--- config.mk ---
export PLATFORM = sky130hd
export DESIGN_NAME = clkBoard
export DESIGN_NICKNAME = d
export VERILOG_FILES = /design/src/rtl/clkCtlPkg.sv /design/src/rtl/clkDiagPkg.sv /design/src/rtl/burstCounter.sv /design/src/rtl/clkBoard.sv /design/src/rtl/clkConfigRegs.sv /design/src/rtl/diagFuncDecoder.sv /design/src/rtl/diagReadback.sv /design/src/rtl/errorCapture.sv /design/src/rtl/runControl.sv
export SDC_FILE = /design/constraint.sdc
export NUM_CORES = 1
export LEC_CHECK = 0
export BUFFER_PORTS_ARGS = -buffer_cell sky130_fd_sc_hd__buf_2
export CORE_MARGIN = 2
export CORE_UTILIZATION = 45
export DETAILED_ROUTE_END_ITERATION = 6
export GPL_TIMING_DRIVEN = 0
export PLACE_DENSITY_LB_ADDON = 0.3
export SYNTH_ARGS = -nofsm -noshare
export SYNTH_HDL_FRONTEND = slang
export SYNTH_SLANG_ARGS = --single-unit
--- constraint.sdc ---
create_clock -name CLK -period 3.7 [get_ports CLK]
set_input_delay 0.185 -clock CLK [delete_from_list [all_inputs] [get_ports CLK]]
set_output_delay 0.185 -clock CLK [all_outputs]
set_load 0.02 [all_outputs]
--- src/rtl/clkCtlPkg.sv ---
// ####################################################################
// Clock board control types: configuration, run state, parity
// inputs, error flags and EBOX section clock enables
// ####################################################################
`default_nettype none

package clkCtlPkg;

  // Burst counter width, two diagnostic nibbles
  localparam int BURST_W = 8;

  // All load-function configuration bits in one word
  typedef struct packed {
    logic [1:0] sourceSel;
    logic [1:0] rateSel;
    logic       crmDis;
    logic       edpDis;
    logic       ctlDis;
    logic       fmCheck;
    logic       cramCheck;
    logic       dramCheck;
    logic       fsCheck;
    logic       mboxCycleDis;
    logic       respSim;
    logic       arParCheck;
    logic       errStopEn;
  } clkConfig_t;

  typedef struct packed {
    logic go;
    logic burst;
    logic eboxSs;
    logic mrReset;
  } runState_t;

  // Parity good indications from DRAM, CRAM and fast memory
  typedef struct packed {
    logic dramParOk;
    logic cramParOk;
    logic fmParOk;
  } parityIn_t;

  typedef struct packed {
    logic dramErr;
    logic cramErr;
    logic fmErr;
    logic errorStop;
  } errFlags_t;

  typedef struct packed {
    logic crm;
    logic edp;
    logic ctl;
  } eboxClkEn_t;

endpackage

`default_nettype wire

--- src/rtl/clkDiagPkg.sv ---
// ####################################################################
// Diagnostic port types for the clock board: bus word, function
// codes, load-data views, decoded pulses and the read word
// ####################################################################
`default_nettype none

package clkDiagPkg;

  // Function select field of the diagnostic bus
  typedef logic [2:0] diagSel_t;

  // Control function codes
  localparam diagSel_t FUNC_START       = 3'd1;
  localparam diagSel_t FUNC_SINGLE_STEP = 3'd2;
  localparam diagSel_t FUNC_EBOX_SS     = 3'd3;
  localparam diagSel_t FUNC_COND_SS     = 3'd4;
  localparam diagSel_t FUNC_BURST       = 3'd5;
  localparam diagSel_t FUNC_CLR_RESET   = 3'd6;
  localparam diagSel_t FUNC_SET_RESET   = 3'd7;

  // Load function codes, 0 and 1 unused
  localparam diagSel_t LD_BURST_LO    = 3'd2;
  localparam diagSel_t LD_BURST_HI    = 3'd3;
  localparam diagSel_t LD_SOURCE_RATE = 3'd4;
  localparam diagSel_t LD_EBOX_DIS    = 3'd5;
  localparam diagSel_t LD_PAR_CHECK   = 3'd6;
  localparam diagSel_t LD_MISC        = 3'd7;

  typedef struct packed {
    logic     ctlFunc;
    logic     ldFunc;
    logic     diagRead;
    diagSel_t select;
    logic [3:0] data;
  } diagBus_t;

  // One data nibble, seen by each load function in its own way
  typedef union packed {
    logic [3:0] nibble;
    struct packed {
      logic [1:0] sourceSel;
      logic [1:0] rateSel;
    } sourceRate;
    struct packed {
      logic spare;
      logic crmDis;
      logic edpDis;
      logic ctlDis;
    } eboxDis;
    struct packed {
      logic fm;
      logic cram;
      logic dram;
      logic fs;
    } parCheck;
    struct packed {
      logic mboxCycleDis;
      logic respSim;
      logic arParCheck;
      logic errStopEn;
    } misc;
  } loadData_u;

  typedef struct packed {
    logic burstLo;
    logic burstHi;
    logic sourceRate;
    logic eboxDis;
    logic parCheck;
    logic misc;
  } ldPulse_t;

  typedef struct packed {
    logic start;
    logic singleStep;
    logic eboxSs;
    logic condSs;
    logic burst;
    logic clrReset;
    logic setReset;
  } ctlPulse_t;

  typedef logic [5:0] readWord_t;

endpackage

`default_nettype wire

--- src/rtl/burstCounter.sv ---
// ####################################################################
// Burst counter, nibble-loadable 8-bit down counter
// ####################################################################
`timescale 1ns/100ps
`default_nettype none

module burstCounter (
  input  logic                               CLK,
  input  logic                               reset,
  input  clkDiagPkg::ldPulse_t               ldPulse,
  input  clkDiagPkg::loadData_u              loadData,
  input  logic                               burstRun,
  output logic [clkCtlPkg::BURST_W-1:0]      count,
  output logic                               countZero
);
  import clkCtlPkg::*;

  // Terminal count seen by run control and by the decrement
  assign countZero = (count == '0);

  always_ff @(posedge CLK) begin
    if (reset) begin
      count <= '0;
    end else if (ldPulse.burstLo || ldPulse.burstHi) begin
      // Nibble loads take priority over counting
      if (ldPulse.burstLo) begin
        count[3:0] <= loadData.nibble;
      end
      if (ldPulse.burstHi) begin
        count[BURST_W-1:4] <= loadData.nibble;
      end
    end else if (burstRun && !countZero) begin
      // One count per enabled burst cycle
      count <= count - BURST_W'(1);
    end
  end

endmodule

`default_nettype wire

--- src/rtl/clkBoard.sv ---
// ####################################################################
// Clock board diagnostic control, top level
// ####################################################################
`timescale 1ns/100ps
`default_nettype none

module clkBoard (
  input  logic                   CLK,
  input  logic                   reset,
  input  clkDiagPkg::diagBus_t   diagBus,
  input  clkCtlPkg::parityIn_t   parity,
  output clkCtlPkg::eboxClkEn_t  eboxClkEn,
  output logic                   mrReset,
  output logic                   errorStop,
  output logic                   ebusDriving,
  output clkDiagPkg::readWord_t  ebusData
);
  import clkDiagPkg::*;
  import clkCtlPkg::*;

  ctlPulse_t          ctlPulse;
  ldPulse_t           ldPulse;
  loadData_u          loadData;
  clkConfig_t         cfg;
  runState_t          runState;
  errFlags_t          errFlags;
  logic [BURST_W-1:0] count;
  logic               countZero;

  // Data nibble shared by all load functions
  assign loadData.nibble = diagBus.data;

  assign mrReset   = runState.mrReset;
  assign errorStop = errFlags.errorStop;

  diagFuncDecoder i_diagFuncDecoder (
    .diagBus  (diagBus),
    .ctlPulse (ctlPulse),
    .ldPulse  (ldPulse)
  );

  clkConfigRegs i_clkConfigRegs (
    .CLK      (CLK),
    .reset    (reset),
    .ldPulse  (ldPulse),
    .loadData (loadData),
    .cfg      (cfg)
  );

  burstCounter i_burstCounter (
    .CLK       (CLK),
    .reset     (reset),
    .ldPulse   (ldPulse),
    .loadData  (loadData),
    .burstRun  (runState.burst),
    .count     (count),
    .countZero (countZero)
  );

  runControl i_runControl (
    .CLK       (CLK),
    .reset     (reset),
    .ctlPulse  (ctlPulse),
    .cfg       (cfg),
    .countZero (countZero),
    .errorStop (errFlags.errorStop),
    .runState  (runState),
    .eboxClkEn (eboxClkEn)
  );

  // Errors clear on the clear reset function
  errorCapture i_errorCapture (
    .CLK      (CLK),
    .reset    (reset),
    .parity   (parity),
    .cfg      (cfg),
    .clrErr   (ctlPulse.clrReset),
    .errFlags (errFlags)
  );

  diagReadback i_diagReadback (
    .diagBus     (diagBus),
    .cfg         (cfg),
    .runState    (runState),
    .errFlags    (errFlags),
    .count       (count),
    .ebusDriving (ebusDriving),
    .ebusData    (ebusData)
  );

endmodule

`default_nettype wire

--- src/rtl/clkConfigRegs.sv ---
// ####################################################################
// Clock board configuration registers, written by load functions
// ####################################################################
`timescale 1ns/100ps
`default_nettype none

module clkConfigRegs (
  input  logic                   CLK,
  input  logic                   reset,
  input  clkDiagPkg::ldPulse_t   ldPulse,
  input  clkDiagPkg::loadData_u  loadData,
  output clkCtlPkg::clkConfig_t  cfg
);

  always_ff @(posedge CLK) begin
    if (reset) begin
      cfg <= '0;
    end else begin
      // Source and rate select, stored for readback only
      if (ldPulse.sourceRate) begin
        cfg.sourceSel <= loadData.sourceRate.sourceSel;
        cfg.rateSel   <= loadData.sourceRate.rateSel;
      end
      // EBOX section disables, top bit unused
      if (ldPulse.eboxDis) begin
        cfg.crmDis <= loadData.eboxDis.crmDis;
        cfg.edpDis <= loadData.eboxDis.edpDis;
        cfg.ctlDis <= loadData.eboxDis.ctlDis;
      end
      // Parity check enables
      if (ldPulse.parCheck) begin
        cfg.fmCheck   <= loadData.parCheck.fm;
        cfg.cramCheck <= loadData.parCheck.cram;
        cfg.dramCheck <= loadData.parCheck.dram;
        cfg.fsCheck   <= loadData.parCheck.fs;
      end
      // Misc enables, incl. error stop enable
      if (ldPulse.misc) begin
        cfg.mboxCycleDis <= loadData.misc.mboxCycleDis;
        cfg.respSim      <= loadData.misc.respSim;
        cfg.arParCheck   <= loadData.misc.arParCheck;
        cfg.errStopEn    <= loadData.misc.errStopEn;
      end
    end
  end

endmodule

`default_nettype wire

--- src/rtl/diagFuncDecoder.sv ---
// ####################################################################
// Diagnostic function decoder, strobes plus select to one-hot pulses
// ####################################################################
`timescale 1ns/100ps
`default_nettype none

module diagFuncDecoder (
  input  clkDiagPkg::diagBus_t  diagBus,
  output clkDiagPkg::ctlPulse_t ctlPulse,
  output clkDiagPkg::ldPulse_t  ldPulse
);
  import clkDiagPkg::*;

  // Control function decoder, select 0 is a no-op
  always_comb begin
    ctlPulse = '0;
    if (diagBus.ctlFunc) begin
      case (diagBus.select)
        FUNC_START:       ctlPulse.start      = 1'b1;
        FUNC_SINGLE_STEP: ctlPulse.singleStep = 1'b1;
        FUNC_EBOX_SS:     ctlPulse.eboxSs     = 1'b1;
        FUNC_COND_SS:     ctlPulse.condSs     = 1'b1;
        FUNC_BURST:       ctlPulse.burst      = 1'b1;
        FUNC_CLR_RESET:   ctlPulse.clrReset   = 1'b1;
        FUNC_SET_RESET:   ctlPulse.setReset   = 1'b1;
        default:          ctlPulse            = '0;
      endcase
    end
  end

  // Load function decoder
  // Selects 0 and 1 have no register behind them
  always_comb begin
    ldPulse = '0;
    if (diagBus.ldFunc) begin
      case (diagBus.select)
        LD_BURST_LO:    ldPulse.burstLo    = 1'b1;
        LD_BURST_HI:    ldPulse.burstHi    = 1'b1;
        LD_SOURCE_RATE: ldPulse.sourceRate = 1'b1;
        LD_EBOX_DIS:    ldPulse.eboxDis    = 1'b1;
        LD_PAR_CHECK:   ldPulse.parCheck   = 1'b1;
        LD_MISC:        ldPulse.misc       = 1'b1;
        default:        ldPulse            = '0;
      endcase
    end
  end

endmodule

`default_nettype wire

--- src/rtl/diagReadback.sv ---
// ####################################################################
// Diagnostic readback mux onto the 6-bit EBUS read word
// ####################################################################
`timescale 1ns/100ps
`default_nettype none

module diagReadback (
  input  clkDiagPkg::diagBus_t           diagBus,
  input  clkCtlPkg::clkConfig_t          cfg,
  input  clkCtlPkg::runState_t           runState,
  input  clkCtlPkg::errFlags_t           errFlags,
  input  logic [clkCtlPkg::BURST_W-1:0]  count,
  output logic                           ebusDriving,
  output clkDiagPkg::readWord_t          ebusData
);

  // Bus is only driven during a read strobe
  assign ebusDriving = diagBus.diagRead;

  always_comb begin
    ebusData = '0;
    if (diagBus.diagRead) begin
      case (diagBus.select)
        // Counter high nibble and run bits
        3'd0: ebusData = {count[7:4], runState.go, runState.burst};
        3'd1: ebusData = {count[3:0], runState.eboxSs, runState.mrReset};
        3'd2: ebusData = {cfg.sourceSel, cfg.rateSel, cfg.errStopEn, cfg.mboxCycleDis};
        3'd3: ebusData = {cfg.fmCheck, cfg.cramCheck, cfg.dramCheck, cfg.fsCheck,
                          cfg.crmDis, cfg.edpDis};
        // Error flags
        3'd4: ebusData = {errFlags.dramErr, errFlags.cramErr, errFlags.fmErr,
                          errFlags.errorStop, cfg.ctlDis, cfg.respSim};
        3'd7: ebusData = {cfg.arParCheck, 5'b0};
        // 5 and 6 read as zero
        default: ebusData = '0;
      endcase
    end
  end

endmodule

`default_nettype wire

--- src/rtl/errorCapture.sv ---
// ####################################################################
// Parity error capture, sticky flags and error stop
// ####################################################################
`timescale 1ns/100ps
`default_nettype none

module errorCapture (
  input  logic                   CLK,
  input  logic                   reset,
  input  clkCtlPkg::parityIn_t   parity,
  input  clkCtlPkg::clkConfig_t  cfg,
  input  logic                   clrErr,
  output clkCtlPkg::errFlags_t   errFlags
);

  logic dramErr;
  logic cramErr;
  logic fmErr;

  always_ff @(posedge CLK) begin
    if (reset) begin
      dramErr <= 1'b0;
      cramErr <= 1'b0;
      fmErr   <= 1'b0;
    end else if (clrErr) begin
      // Clear reset wipes all errors
      dramErr <= 1'b0;
      cramErr <= 1'b0;
      fmErr   <= 1'b0;
    end else begin
      // Flags hold until cleared
      dramErr <= dramErr || (cfg.dramCheck && !parity.dramParOk);
      cramErr <= cramErr || (cfg.cramCheck && !parity.cramParOk);
      fmErr   <= fmErr   || (cfg.fmCheck   && !parity.fmParOk);
    end
  end

  assign errFlags.dramErr = dramErr;
  assign errFlags.cramErr = cramErr;
  assign errFlags.fmErr   = fmErr;
  // Stop only when enabled
  assign errFlags.errorStop = (dramErr || cramErr || fmErr) && cfg.errStopEn;

endmodule

`default_nettype wire

--- src/rtl/runControl.sv ---
// ####################################################################
// Run control for go, burst and single-step state, the master reset
// flop and the registered EBOX section clock enables
// ####################################################################
`timescale 1ns/100ps
`default_nettype none

module runControl (
  input  logic                   CLK,
  input  logic                   reset,
  input  clkDiagPkg::ctlPulse_t  ctlPulse,
  input  clkCtlPkg::clkConfig_t  cfg,
  input  logic                   countZero,
  input  logic                   errorStop,
  output clkCtlPkg::runState_t   runState,
  output clkCtlPkg::eboxClkEn_t  eboxClkEn
);

  logic stepReq;
  logic anyCtl;
  logic rawEn;

  // Any control function reloads the run state
  assign anyCtl = |ctlPulse;

  // Raw enable for the section clocks
  // Burst is not held off by the error stop
  assign rawEn = ((runState.go || runState.eboxSs || stepReq) && !errorStop) ||
                 (runState.burst && !countZero);

  always_ff @(posedge CLK) begin
    if (reset) begin
      runState.go      <= 1'b0;
      runState.burst   <= 1'b0;
      runState.eboxSs  <= 1'b0;
      runState.mrReset <= 1'b1;
      stepReq          <= 1'b0;
    end else begin
      // Single step request lasts one cycle
      stepReq <= ctlPulse.singleStep || ctlPulse.condSs;
      if (anyCtl) begin
        runState.go     <= ctlPulse.start;
        runState.burst  <= ctlPulse.burst;
        runState.eboxSs <= ctlPulse.eboxSs;
      end else begin
        // EBOX single step gives one cycle then drops
        runState.eboxSs <= 1'b0;
        // Burst ends once the counter has run out
        if (runState.burst && countZero) begin
          runState.burst <= 1'b0;
        end
      end
      // Master reset flop is set by clear reset and cleared by set reset
      if (ctlPulse.clrReset) begin
        runState.mrReset <= 1'b1;
      end else if (ctlPulse.setReset) begin
        runState.mrReset <= 1'b0;
      end
    end
  end

  // Section enables lag the run state by one cycle
  always_ff @(posedge CLK) begin
    if (reset) begin
      eboxClkEn <= '0;
    end else begin
      eboxClkEn.crm <= rawEn && !cfg.crmDis;
      eboxClkEn.edp <= rawEn && !cfg.edpDis;
      eboxClkEn.ctl <= rawEn && !cfg.ctlDis;
    end
  end

endmodule

`default_nettype wire

# Yosys cells after proc, flatten, opt, wreduce, memory -nomap -nowiden
# Cells that the tools add are included.
# W data, S select, Z words.
[op_classes] mul=0 div_mod_pow=0 n_lt_le_gt_ge=0 mux=17 shifts=0 bitwise=1 n_eq_ne=9 n_reduce_logical=37 addsub=1
[op_table] cell="$pmux W6 S6" count=1
[op_table] cell="$mux W8" count=2
[op_table] cell="$eq A3 B3 Y1 const B" count=4
[op_table] cell="$mux W6" count=2
[op_table] cell="$logic_and A1 B1 Y1" count=10
[op_table] cell="$logic_or A1 B1 Y1" count=10
[op_table] cell="$logic_not A1 Y1" count=8
[op_table] cell="$logic_not A8 Y1" count=1
[op_table] cell="$mux W1" count=8
[op_table] cell="$mux W4" count=2
[op_table] cell="$sub A8 B1 Y8 const B" count=1
[op_table] cell="$mux W7" count=1
[op_table] cell="$reduce_or A7 Y1" count=1
[op_table] cell="$eq A3 B2 Y1 const B" count=2
[op_table] cell="$ne A2 B1 Y1 const B" count=2
[op_table] cell="$reduce_and A2 Y1" count=2
[op_table] cell="$reduce_bool A2 Y1" count=2
[op_table] cell="$reduce_or A2 Y1" count=2
[op_table] cell="$eq A3 B1 Y1 const B" count=1
[op_table] cell="$logic_not A3 Y1" count=1
[op_table] cell="$mux W2" count=1
[op_table] cell="$not A1 Y1" count=1
[word_totals] register_bits=34 mem_bits_rw=0 inputBits=15 latchBits=0 rom_bits=0 memories=0

# Depth between registers and ports, before layout
[logic_depth] depth_word=7 mapped_depth=7 ltp_nobuf=6

# By module
# Synthesis repeated with hierarchy kept, for this count alone.
[unflattened] hier_cells=232 area_unflattened_um2=2088.3
[modules_own_cells] mod="burstCounter" instances=1 cells_each=71 area_each_um2=573.0
[modules_own_cells] mod="clkConfigRegs" instances=1 cells_each=49 area_each_um2=529.3
[modules_own_cells] mod="diagReadback" instances=1 cells_each=50 area_each_um2=374.1
[modules_own_cells] mod="runControl" instances=1 cells_each=29 area_each_um2=299.0
[modules_own_cells] mod="diagFuncDecoder" instances=1 cells_each=16 area_each_um2=156.4
[modules_own_cells] mod="errorCapture" instances=1 cells_each=17 area_each_um2=156.4

# Worst setup path before layout
# Ideal clock, no wire load.
[synth_timing] kind="register to register" from="register i_burstCounter.count[0] (netlist bit)" to="register i_burstCounter.count[6] (netlist bit)" path_slack_ns=1.923 stages_incl_launch_ff=8 t_arrival_ns=1.646 n_path_buf=1 period_less_slack_ns=1.777 setup_ns=0.131 cell_sequence="dfxtp_1 inv_1 ha_1 or3b_2 o211ai_4 buf_6 a22o_1 a21oi_2"
[synth_between] elab_chain_cells=5 elab_cells_between_ends=8 cone_classes="1 x add/sub; 2 x mux; 5 x reduce/logical"
[synth_rtl] element="start, declared" line_no="burstCounter.sv:13" text="output logic [clkCtlPkg::BURST_W-1:0] count,"
[synth_rtl] element="start signal, assigned by index" line_no="burstCounter.sv:30" text="count[BURST_W-1:4] <= loadData.nibble;"
[synth_rtl] element="start signal, assigned" line_no="burstCounter.sv:34" text="count <= count - BURST_W'(1);"
[synth_rtl] element="parallel branches: the longest is 5 deep, another holds $sub A8 B1 Y8"
# Several ways; the timed one is not identified. The select of a mux whose other input is x is not followed.
# A chain may end at the register's enable or synchronous reset.

# Final worst setup path
[layout_timing] from="input diagBus[4] (netlist bit)" to="output ebusData[5]"
[layout_between] elab_chain_cells=3 elab_cells_between_ends=8 cone_classes="5 x eq/ne; 2 x mux; 1 x reduce/logical"
[layout_rtl] element="start, declared" line_no="clkBoard.sv:10" text="input clkDiagPkg::diagBus_t diagBus,"
[layout_rtl] element="$eq A3 B3 Y1 (tied with other cells)" line_no="diagReadback.sv:23" text="case (diagBus.select)"
[layout_rtl] element="$pmux W6 S6 (*)" line_no="diagReadback.sv:23"
[layout_rtl] element="$mux W6 (*)" line_no="diagReadback.sv:22" text="if (diagBus.diagRead) begin"
[layout_rtl] element="end, declared" line_no="clkBoard.sv:16" text="output clkDiagPkg::readWord_t ebusData"
# Mark *: on every way between the ends. The rest lies on a longest branch, timed or not.

==> metrics.yaml <==
status: "complete, no violations"
worst_clock_skew_ns: 0.0119
gp_congestion: 0.852
global_route.peak_usage_layer: "met2"
peakVddDrop_v: 0.000427
yosysTopAreaCellShare_pct: 36.1
setup_tns_ns: 0
rsz0062_at_grt: "false"
drt_iter0_drc: 106
critical-path-slowest-cell: "clkbuf_1"
wl_per_cell_um: 16.7
worst_slew_pin_slew_ns: 0.605
drt-total-wl_um: 4950
start_util_pct: 46.9
drc: 0
portBuffers: 25
holdCritPathClass: "primary input to flop"
dieArea_um2: 4730
netlist_instances: 214
ant_nets: 0
p_leak_nw: 0.999
cp-end-kind: "output port"
critPathRequiredTime_ns: 3.51
worst-path-max-fanout: 10
avgSynthCellArea_um2: 8.82
ctsResizeCount: 0
finish.utilization_pct: 54.9
syn_to_final_growth_pct: 17.2
boundaryPins: 27
power_density_nw_per_um2: 441
synth_top_cell_by_area: "dfxtp_1"
start_kind: "primary input"
synthTopCellsByArea: "dfxtp_1 36%, mux2i_1 14%, nor2_1 6.6%"
postCtsSetupBuffers: 0
critPathMaxStageDelay_ns: 0.48
grt_usage_pct: 23.6
cp_cell_sequence: "buf_2, buf_1, clkbuf_1, a31oi_1, a211oi_1, buf_2"
gr-total-overflow: 0
synth_edf_count: 0
dp_hpwl_um: 3550
root_buffer: "clkbuf_8"
relSlewSlack_pct: 59.7
grt_pass1_vias: 1556
crit_top_cell: "buf_2"
clock_latency_ns: 0.30
synth_fp_nets: 231
fin_crit_ns: 2.14
cts.sinks: 34
holdBufCountCts: 0
vias: 1722
period_share_pct: 57.9
r2r_cells: 7
use_met3_pct: 6.49
h-tree-depth: 2
hold-path-endpoint: "i_runControl.runState[1]"
dieHeight_um: 68.8
holdPathStages: 3
hold_start: "diagBus[9]"
ys_types: 54
postSynth.asyncResetShare_pct: 0
grt_max_degree: 13
clock_path_buffers: 2
met2_usage_pct: 34.7
synth_seq_area_share_pct: 36.1
crit_family: "buffers and inverters"
drv_cap: 0
nFillCells: 376
drt_pass1_iterations: 4
final_cell_count_no_fill: 297
slew_viol_final: 0
antenna_found_initial: 0
drive_gt1_share_pct: 19.8
synth_seq_cells: 34
cts_tree: "done"
path_class: "primary input to output port"
r2r_end: "i_burstCounter.count[3]"
final_nets: 263
final_hold_viol_count: 0
synth-main-ff-cell: "dfxtp_1"
yosysWarnings: 0
syn_area_um2: 1890
grt_pass1_wl_um: 7910
setup_viol: 0
path_buf_inv: 4
antenna_cells: 0
cts_inserted_buffers: 5
fmax_mhz: 467
grt_use_met1_pct: 32.6
r2r_slack_ns: 1.67
arrival_ns: 1.96
rows: 23
dp_cells: 289
r2r_start: "i_burstCounter.count[0]"
vias_per_cell: 5.80
die_w_um: 68.8
core_um2: 4030
cp-startpoint: "diagBus[4]"
clkTransAtPathRegs_ns: 0.08
[sequential cells by signal, summed over array words and instances (netlist names)]
signal	flops
i_runControl.eboxClkEn	3
i_runControl.runState	4
i_clkConfigRegs.cfg	15
i_runControl.stepReq	1
i_errorCapture.cramErr	1
i_errorCapture.fmErr	1
i_errorCapture.dramErr	1
i_burstCounter.count	8
[how the worst max path moves through the flow]
stage	to	slack [ns]	cells after the start
after global routing	ebusData[5]	1.48	6
after global placement	ebusData[5]	1.61	6
after CTS	ebusData[5]	1.60	6
final	ebusData[5]	1.56	6
after detailed placement	ebusData[5]	1.62	6
after floorplan	i_burstCounter.count[6]	1.92	7
[layout by cell type (no fill, tap or decap), types with 3 or more instances in the layout]
master	instances
dfxtp_1	34
nor2_1	33
buf_2	29
mux2i_1	26
a21oi_1	11
nand2_1	9
inv_1	6
clkbuf_1	6
nand3_1	5
clkbuf_8	5
a2bb2oi_1	4
nand2b_1	4
o22a_1	4
or3_1	4
a221o_1	4
nor3_1	3
o21ai_0	3
a22o_1	3
[cells by family (layout without fill, tap and decap cells)]
family,count (synthesis),in the layout,share of synthesized area [%]
multiplexers,27,27,15.0
XOR/XNOR,2,2,0.928
buffers and inverters,20,53,4.84
flip-flops,34,34,36.1
adder cells (fa/ha/maj),2,2,1.33
AND/OR/NAND/NOR,79,79,21.8
AO/OA/AOI/OAI,50,50,20.1
[synth_stat cells, types with 4 or more instances]
cell and n:
nor2_1 33, mux2i_1 26, or3_1 4, a21oi_1 11
o22a_1 4, dfxtp_1 34, a221o_1 4, nand2_1 9
nand3_1 5, inv_1 6, clkbuf_1 6, a2bb2oi_1 4
nand2b_1 4, buf_2 4
[tightest hold or removal path, stage by stage]
cell and delay [ns]:
buf_2 0.15, nand2_1 0.07, nor3_1 0.04
[through the flow]
step / instance area (um^2) / hold slack [ns] / setup WS (ns) / power (mW)
floorplan: 1890 / 0.312 / 1.92 / 0.516
global placement: 2080 / 0.427 / 1.61 / 0.559
detailed placement: 2080 / 0.438 / 1.62 / 0.562
CTS: 2210 / 0.173 / 1.60 / 0.978
global route: 2210 / 0.179 / 1.48 / 1.02
finish: 2210 / 0.181 / 1.56 / 0.975
[cell type report]
| type | instances | area, um^2 | share of cell area (%) |
|---|---|---|---|
| Multi-Input combinational cell | 160 | 1120 | 50.4 |
| Sequential cell | 34 | 681 | 30.8 |
| Timing Repair Buffer | 25 | 125 | 5.65 |
| Clock buffer | 5 | 68.8 | 3.11 |
| Clock inverter | 3 | 68.8 | 3.11 |
| Buffer | 14 | 68.8 | 3.11 |
| Tap cell | 50 | 62.6 | 2.83 |
| Inverter | 6 | 22.5 | 1.02 |
[where the power goes]
part	total [mW]	leakage, nW	internal, mW	switching (mW)
combinational	0.160	0.655	0.0698	0.0907
clock	0.418	0.0683	0.270	0.148
sequential	0.396	0.276	0.381	0.0157
[routing by layer]
layer | vias up | wire length (um)
met5 | - | 0
met4 | 0 | 99
met3 | 9 | 320
met2 | 66 | 2230
met1 | 803 | 2290
li1 | 844 | -
Power figures use the tool's default switching activity.
